[config.mk]
export PLATFORM = sky130hd
export DESIGN_NAME = contrast_top
export DESIGN_NICKNAME = d
export VERILOG_FILES = /design/src/common/contrast_cfg_pkg.sv /design/src/common/contrast_types_pkg.sv /design/src/hdl/column_extreme.sv /design/src/hdl/contrast_top.sv /design/src/hdl/range_combiner.sv /design/src/row_window/line_buffer.sv /design/src/row_window/row_window.sv
export SDC_FILE = /design/constraint.sdc
export NUM_CORES = 2
export LEC_CHECK = 0
export BUFFER_PORTS_ARGS = -buffer_cell sky130_fd_sc_hd__buf_2
export CAP_MARGIN = 0
export CORE_MARGIN = 1.5
export CORE_UTILIZATION = 40
export CTS_CLUSTER_SIZE = 30
export DETAILED_ROUTE_END_ITERATION = 8
export PLACE_DENSITY_LB_ADDON = 0.2
export SYNTH_ARGS = -nofsm -noshare
export SYNTH_HDL_FRONTEND = slang
export SYNTH_SLANG_ARGS = --single-unit
[constraint.sdc]
create_clock -name clk -period 9.1 [get_ports clk]
set_input_delay 1.365 -clock clk [delete_from_list [all_inputs] [get_ports clk]]
set_output_delay 1.365 -clock clk [all_outputs]
set_load 0.03 [all_outputs]
[src/common/contrast_cfg_pkg.sv]
package contrast_cfg_pkg;

  // pixels per image row.
  localparam int ROW_LEN_DEFAULT = 17;

  // current row plus the twelve rows above it.
  localparam int WINDOW_ROWS = 13;

  // register levels that narrow a column from 13 down to 1.
  localparam int TREE_STAGES = 4;

  // edge flagged when the vertical range is above this.
  localparam int THRESHOLD_DEFAULT = 40;

  // width of the done stretch counter.
  localparam int STRETCH_CNT_W = 10;

endpackage

[src/common/contrast_types_pkg.sv]
package contrast_types_pkg;

  localparam int PIX_W = 8;

  // one gray level.
  typedef logic [PIX_W-1:0] pixel_t;

  // difference of two gray levels.
  typedef logic [PIX_W-1:0] range_t;

  // vertical column with the current row at index 0 and the oldest on top.
  typedef pixel_t [contrast_cfg_pkg::WINDOW_ROWS-1:0] column_t;

  // tree result with the frame done marker riding along.
  typedef struct packed {
    pixel_t value;
    logic   done;
  } extreme_t;

endpackage

[src/hdl/column_extreme.sv]
`timescale 1ns/100ps

module column_extreme #(
  parameter bit FIND_MAX = 1'b1
) (
  input  logic                         clk,
  input  logic                         rst_n,
  input  contrast_types_pkg::column_t  column_i,
  input  logic                         done_i,
  output contrast_types_pkg::extreme_t result_o
);

  localparam int N0     = contrast_cfg_pkg::WINDOW_ROWS;
  localparam int N1     = (N0 + 1) / 2;
  localparam int N2     = (N1 + 1) / 2;
  localparam int N3     = (N2 + 1) / 2;
  localparam int N4     = (N3 + 1) / 2;
  localparam int STAGES = contrast_cfg_pkg::TREE_STAGES;

  contrast_types_pkg::pixel_t [N1-1:0] lvl1_q;
  contrast_types_pkg::pixel_t [N2-1:0] lvl2_q;
  contrast_types_pkg::pixel_t [N3-1:0] lvl3_q;
  contrast_types_pkg::pixel_t [N4-1:0] lvl4_q;
  logic [STAGES-1:0]                   done_sr;

  function automatic contrast_types_pkg::pixel_t pick(
    input contrast_types_pkg::pixel_t a,
    input contrast_types_pkg::pixel_t b
  );
    if (FIND_MAX) begin
      return (a > b) ? a : b;
    end
    return (a < b) ? a : b;
  endfunction

  always_ff @(posedge clk) begin
    if (!rst_n) begin
      lvl1_q  <= '0;
      lvl2_q  <= '0;
      lvl3_q  <= '0;
      lvl4_q  <= '0;
      done_sr <= '0;
    end else begin
      // level 1 narrows 13 to 7.
      for (int i = 0; i < N0 / 2; i++) begin
        lvl1_q[i] <= pick(column_i[2*i], column_i[2*i+1]);
      end
      if (N0 % 2 != 0) begin
        lvl1_q[N1-1] <= column_i[N0-1]; // odd one passes through.
      end

      // level 2 narrows 7 to 4.
      for (int i = 0; i < N1 / 2; i++) begin
        lvl2_q[i] <= pick(lvl1_q[2*i], lvl1_q[2*i+1]);
      end
      if (N1 % 2 != 0) begin
        lvl2_q[N2-1] <= lvl1_q[N1-1];
      end

      // level 3 narrows 4 to 2.
      for (int i = 0; i < N2 / 2; i++) begin
        lvl3_q[i] <= pick(lvl2_q[2*i], lvl2_q[2*i+1]);
      end
      if (N2 % 2 != 0) begin
        lvl3_q[N3-1] <= lvl2_q[N2-1];
      end

      // level 4 narrows 2 to 1.
      for (int i = 0; i < N3 / 2; i++) begin
        lvl4_q[i] <= pick(lvl3_q[2*i], lvl3_q[2*i+1]);
      end
      if (N3 % 2 != 0) begin
        lvl4_q[N4-1] <= lvl3_q[N3-1];
      end

      done_sr <= {done_sr[STAGES-2:0], done_i}; // in step with the levels.
    end
  end

  assign result_o.value = lvl4_q[0];
  assign result_o.done  = done_sr[STAGES-1];

endmodule

[src/hdl/contrast_top.sv]
`timescale 1ns/100ps

module contrast_top #(
  parameter int ROW_LEN   = contrast_cfg_pkg::ROW_LEN_DEFAULT,
  parameter int THRESHOLD = contrast_cfg_pkg::THRESHOLD_DEFAULT
) (
  input  logic                       clk,
  input  logic                       rst_n,
  input  contrast_types_pkg::pixel_t pix_i,
  input  logic                       done_i,
  output contrast_types_pkg::range_t range_o,
  output logic                       edge_o,
  output logic                       done_o
);

  contrast_types_pkg::column_t  column;
  logic                         win_done;
  contrast_types_pkg::extreme_t max_res;
  contrast_types_pkg::extreme_t min_res;

  row_window #(
    .ROW_LEN (ROW_LEN)
  ) i_row_window (
    .clk      (clk),
    .rst_n    (rst_n),
    .pix_i    (pix_i),
    .done_i   (done_i),
    .column_o (column),
    .done_o   (win_done)
  );

  // both trees see the same column and stay aligned.
  column_extreme #(
    .FIND_MAX (1'b1)
  ) i_max_tree (
    .clk      (clk),
    .rst_n    (rst_n),
    .column_i (column),
    .done_i   (win_done),
    .result_o (max_res)
  );

  column_extreme #(
    .FIND_MAX (1'b0)
  ) i_min_tree (
    .clk      (clk),
    .rst_n    (rst_n),
    .column_i (column),
    .done_i   (win_done),
    .result_o (min_res)
  );

  range_combiner #(
    .THRESHOLD (THRESHOLD)
  ) i_range_combiner (
    .clk     (clk),
    .rst_n   (rst_n),
    .max_i   (max_res),
    .min_i   (min_res),
    .range_o (range_o),
    .edge_o  (edge_o),
    .done_o  (done_o)
  );

endmodule

[src/hdl/range_combiner.sv]
`timescale 1ns/100ps

module range_combiner #(
  parameter int THRESHOLD = contrast_cfg_pkg::THRESHOLD_DEFAULT
) (
  input  logic                         clk,
  input  logic                         rst_n,
  input  contrast_types_pkg::extreme_t max_i,
  input  contrast_types_pkg::extreme_t min_i,
  output contrast_types_pkg::range_t   range_o,
  output logic                         edge_o,
  output logic                         done_o
);

  contrast_types_pkg::range_t diff;
  logic                       over;

  // max never below min, so no wrap.
  assign diff = max_i.value - min_i.value;
  assign over = int'(diff) > THRESHOLD;

  always_ff @(posedge clk) begin
    if (!rst_n) begin
      range_o <= '0;
      edge_o  <= 1'b0;
      done_o  <= 1'b0;
    end else begin
      range_o <= diff;
      edge_o  <= over;
      done_o  <= max_i.done; // both trees carry the same done.
    end
  end

endmodule

[src/row_window/line_buffer.sv]
`timescale 1ns/100ps

module line_buffer #(
  parameter int ROW_LEN = contrast_cfg_pkg::ROW_LEN_DEFAULT
) (
  input  logic                        clk,
  input  logic                        rst_n,
  input  contrast_types_pkg::pixel_t  pix_i,
  input  logic                        done_i,
  output contrast_types_pkg::pixel_t  pix_o,
  output logic                        done_o
);

  localparam int IDX_W = (ROW_LEN > 1) ? $clog2(ROW_LEN) : 1;

  typedef struct packed {
    contrast_types_pkg::pixel_t pix;
    logic                       done;
  } entry_t;

  typedef logic [IDX_W-1:0] idx_t;

  entry_t mem [ROW_LEN];
  idx_t   wr_idx;
  entry_t rd_entry;

  // slot under the index was written one row ago.
  assign rd_entry = mem[wr_idx];
  assign pix_o    = rd_entry.pix;
  assign done_o   = rd_entry.done;

  always_ff @(posedge clk) begin
    if (!rst_n) begin
      wr_idx <= '0;
      for (int i = 0; i < ROW_LEN; i++) begin
        mem[i] <= '0; // upper taps read zero until filled.
      end
    end else begin
      mem[wr_idx] <= '{pix: pix_i, done: done_i};
      if (wr_idx == idx_t'(ROW_LEN - 1)) begin
        wr_idx <= '0;
      end else begin
        wr_idx <= wr_idx + idx_t'(1);
      end
    end
  end

endmodule

[src/row_window/row_window.sv]
`timescale 1ns/100ps

module row_window #(
  parameter int ROW_LEN = contrast_cfg_pkg::ROW_LEN_DEFAULT
) (
  input  logic                        clk,
  input  logic                        rst_n,
  input  contrast_types_pkg::pixel_t  pix_i,
  input  logic                        done_i,
  output contrast_types_pkg::column_t column_o,
  output logic                        done_o
);

  localparam int ROWS  = contrast_cfg_pkg::WINDOW_ROWS;
  localparam int CNT_W = contrast_cfg_pkg::STRETCH_CNT_W;

  typedef logic [CNT_W-1:0] cnt_t;

  cnt_t stretch_cnt;
  logic stretch_q;

  // tap[0] is the live pixel, tap[k] comes out of buffer k-1.
  contrast_types_pkg::pixel_t tap [ROWS];
  logic                       done_tap [ROWS];

  // keeps done up for one extra row so the last rows flush.
  // together with done_i the first buffer sees ROW_LEN+1 cycles of done.
  always_ff @(posedge clk) begin
    if (!rst_n) begin
      stretch_cnt <= '0;
      stretch_q   <= 1'b0;
    end else if (done_i) begin
      stretch_cnt <= '0; // a new frame end restarts the stretch.
      stretch_q   <= 1'b1;
    end else if (stretch_q && stretch_cnt < cnt_t'(ROW_LEN - 1)) begin
      stretch_cnt <= stretch_cnt + cnt_t'(1);
      stretch_q   <= 1'b1;
    end else begin
      stretch_cnt <= '0;
      stretch_q   <= 1'b0;
    end
  end

  assign tap[0]      = pix_i;
  assign done_tap[0] = done_i | stretch_q;

  for (genvar i = 0; i < ROWS - 1; i++) begin : g_rows
    line_buffer #(
      .ROW_LEN (ROW_LEN)
    ) i_line_buffer (
      .clk    (clk),
      .rst_n  (rst_n),
      .pix_i  (tap[i]),
      .done_i (done_tap[i]),
      .pix_o  (tap[i+1]),
      .done_o (done_tap[i+1])
    );
  end

  always_comb begin
    for (int k = 0; k < ROWS; k++) begin
      column_o[k] = tap[k];
    end
  end

  assign done_o = done_tap[ROWS-1]; // done of the oldest row.

endmodule
==> results.yml <==
timing:
  slew_headroom: 0.0669
  finalSetupTns_ns: 0
  finClkSkew_ns: 0.0624
  rsz0062_at_grt: "false"
  layout_min_cycle_time_ns: 5.79
  timing.hold.ws_ns: 0.432
  max_freq_ghz: 0.173
  tightest_slew_ns: 1.39
  setup_violations: 0
  slew_violations: 0
  hold_viol: 0
  fin_crit_sh: 0.636
routing:
  ant_nets: 0
  drt-wirelength-per-cell_um: 25.7
  first_pass_iters: 6
  drtIter0Drc: 9327
  drt-total-wl_um: 431000
  drc: 0
  vias: 94637
  viasPerCell: 5.63
logic_synthesis:
  synth_edf_count: 3456
  synth_warnings: 0
  synth_ff_type: "edfxtp_1"
  synth_area_leaders: "edfxtp_1 (65%), mux2i_1 (9.4%), nor2_1 (4.8%)"
  yosysTopAreaCellShare: 0.651
  async_flop_share: 0
  syn_area_per_cell_um2: 14.0
  yosysSeqAreaShare: 0.687
  synthDistinctLibCells: 69
  yosys.area.top_type: "edfxtp_1"
  syn_area_um2: 159000
  synth_seq_cells: 3749
  synth_cells: 11412
finish:
  syn2layout_area_growth_pct: 11.0
  multi_input_area_um2: 45300
  mostFrequentLayoutCell: "edfxtp_1"
  layout-drive-gt1-share: 0.0937
  final_cell_mix: "edfxtp_1 (3456), nor2_1 (1957), mux2i_1 (1505)"
  design_area_um2: 177000
  fillers: 34986
  seq_area_um2: 110000
  final_cell_count_no_fill: 16797
  nets: 11419
cts:
  cts_made_buffers: 388
  cts_setup_buffers: 0
  clock_sinks: 3749
  worstSkewPairLatency_ns: 0.97
  h-tree-depth: 5
  cts_resized: 0
  cts_hold_buf: 0
  cts_tree: "done"
  clk_pin_slew_ns: 0.06
  root_buffer: "clkbuf_16"
  clockBufferDepth: 4
global_route:
  grt_usage: 0.210
  grt_max_degree: 114
  grt_pass1_wl_um: 632000
  grt-ovfl-total: 0
  grt_pass1_vias: 93595
  grt_antenna_before_repair: 10
worst_hold_path:
  hold_class: "reg2reg"
  hold_depth: 1
power:
  irDropWorstVdd_mv: 0.201
  cellLeakagePower_nw: 60.4
  power_per_cell_area_nw_per_um2: 237
setup_path:
  crit_required_ns: 9.93
  crit_path_start: "i_row_window.g_rows[3].i_line_buffer.wr_idx[0]$_SDFF_PP0_"
  r2r-end: "i_max_tree.lvl1_q[18]$_SDFF_PN0_"
  path_class: "reg2reg"
  end_kind: "flop"
  crit_end: "i_max_tree.lvl1_q[18]$_SDFF_PN0_"
  setup.worst_path.start_class: "flop"
  r2r_cells: 13
  crit_fanout: 110
  r2r_start: "i_row_window.g_rows[3].i_line_buffer.wr_idx[0]$_SDFF_PP0_"
  reg2reg_slack_ns: 3.31
  worstPathArrival_ns: 6.62
placement:
  gp_congestion: 0.878
  hpwl_um: 281000
  place_area_um2: 164000
  dp_cells: 16065
  numPortBuffers: 20
run_status:
  run_status: "finished, final reports clean"
die:
  die_area_um2: 403000
  rows: 231
  die_w_um: 634
  initial_core_util: 0.402
  core_area_um2: 397000
  die_y_um: 634
  ios: 21
flow_run:
  max_cap_violations: 0
where the power goes:
part	total [mW]	internal [mW]	switching, mW	leakage, nW
registers	20.2	19.8	0.449	36.3
logic	5.52	1.77	3.75	17.8
clock network	16.2	9.43	6.79	6.33
total	42.0	31.0	11.0	60.4
per-stage QoR:
step / total power [mW] / setup WS (ns) / util
finish: 42.0 / 3.31 / 0.446
global route: 43.3 / 3.00 / 0.446
CTS: 42.3 / 3.40 / 0.446
detailed placement: 26.1 / 3.41 / 0.414
global placement: 26.0 / 3.59 / 0.414
floorplan: 24.1 / 5.33 / -
critical path, cell delays in order (launching register included):
cell and delay, ns:
dfxtp_4 0.72, buf_12 0.54, mux2i_1 0.30, o22ai_1 0.17, or4_1 0.61, nor2_2 0.15
buf_4 0.35, inv_1 0.35, ha_1 0.42, nand3_1 0.10, nor3_1 0.92, a211o_1 0.22
nand3_1 0.25, o32ai_1 0.26
synthesized netlist by cell type (21+ instances only):
| cell | number |
|---|---|
| edfxtp_1 | 3456 |
| nor2_1 | 2045 |
| mux2i_1 | 1505 |
| o22ai_1 | 770 |
| nand2_1 | 729 |
| buf_2 | 398 |
| dfxtp_1 | 293 |
| inv_1 | 244 |
| clkbuf_1 | 232 |
| ha_1 | 194 |
| nand3_1 | 189 |
| or4_1 | 188 |
| mux4_2 | 160 |
| and2_1 | 149 |
| a21oi_1 | 77 |
| buf_1 | 58 |
| nand4bb_1 | 54 |
| buf_4 | 53 |
| nor3_1 | 45 |
| nand4b_1 | 41 |
| a21o_1 | 35 |
| nor3b_1 | 29 |
| a22oi_1 | 26 |
| or4b_1 | 26 |
| and3_1 | 24 |
| o32ai_1 | 24 |
| buf_6 | 23 |
| nand4_1 | 23 |
| nand3b_1 | 22 |
| nor2b_1 | 22 |
| nand2b_1 | 21 |
cells by family after synthesis:
group,count (synthesis),share of synthesized area
buf+inv,1029,0.0298
simple gates,3682,0.106
flops,3749,0.687
fa+ha+maj,195,0.0153
mux,1665,0.117
xor+xnor,33,0.00181
compound gates,1058,0.0427
other cells,1,0.0000235
sequential cells by signal, indices dropped and copies added, names as in the netlist, 10 cells and up:
name                                      flops
i_min_tree.lvl1_q                            48
i_row_window.stretch_cnt                     10
i_row_window.g_rows.i_line_buffer.mem      3456
i_min_tree.lvl2_q                            32
i_max_tree.lvl2_q                            24
i_max_tree.lvl1_q                            56
i_min_tree.lvl3_q                            16
i_row_window.g_rows.i_line_buffer.wr_idx     60
i_max_tree.lvl3_q                            16
routing by layer:
layer	GRT usage	wire length (um)	vias up
met4	0.0578	12000	2
met3	0.0297	27800	596
li1	-	-	42234
met2	0.338	204000	3315
met1	0.296	188000	48490
met5	0	13	-
worst min path at each step:
stage,start,endpoint,slack (ns)
2_1_floorplan,i_max_tree.done_sr[0]$_SDFF_PN0_,i_max_tree.done_sr[1]$_SDFF_PN0_,0.41
4_1_cts,i_max_tree.lvl1_q[49]$_SDFF_PN0_,i_min_tree.lvl2_q[25]$_SDFF_PN0_,0.43
5_1_grt,i_max_tree.lvl1_q[49]$_SDFF_PN0_,i_min_tree.lvl2_q[25]$_SDFF_PN0_,0.45
3_3_place_gp,i_max_tree.done_sr[2]$_SDFF_PN0_,i_max_tree.done_sr[3]$_SDFF_PN0_,0.43
3_5_place_dp,i_max_tree.lvl1_q[49]$_SDFF_PN0_,i_min_tree.lvl2_q[25]$_SDFF_PN0_,0.42
6_report,i_max_tree.lvl1_q[49]$_SDFF_PN0_,i_min_tree.lvl2_q[25]$_SDFF_PN0_,0.43
area by class of cell:
| cell class | instances | area share |
|---|---|---|
| inverters | 245 | 0.00520 |
| repair buffers | 191 | 0.00858 |
| flip-flops and latches | 3749 | 0.620 |
| multi-input cells | 6638 | 0.256 |
| diodes | 5 | 0.0000707 |
| well taps | 5242 | 0.0371 |
| clock inverters | 228 | 0.0139 |
| clock buffers | 499 | 0.0593 |
(Power assumes the default switching activity.)
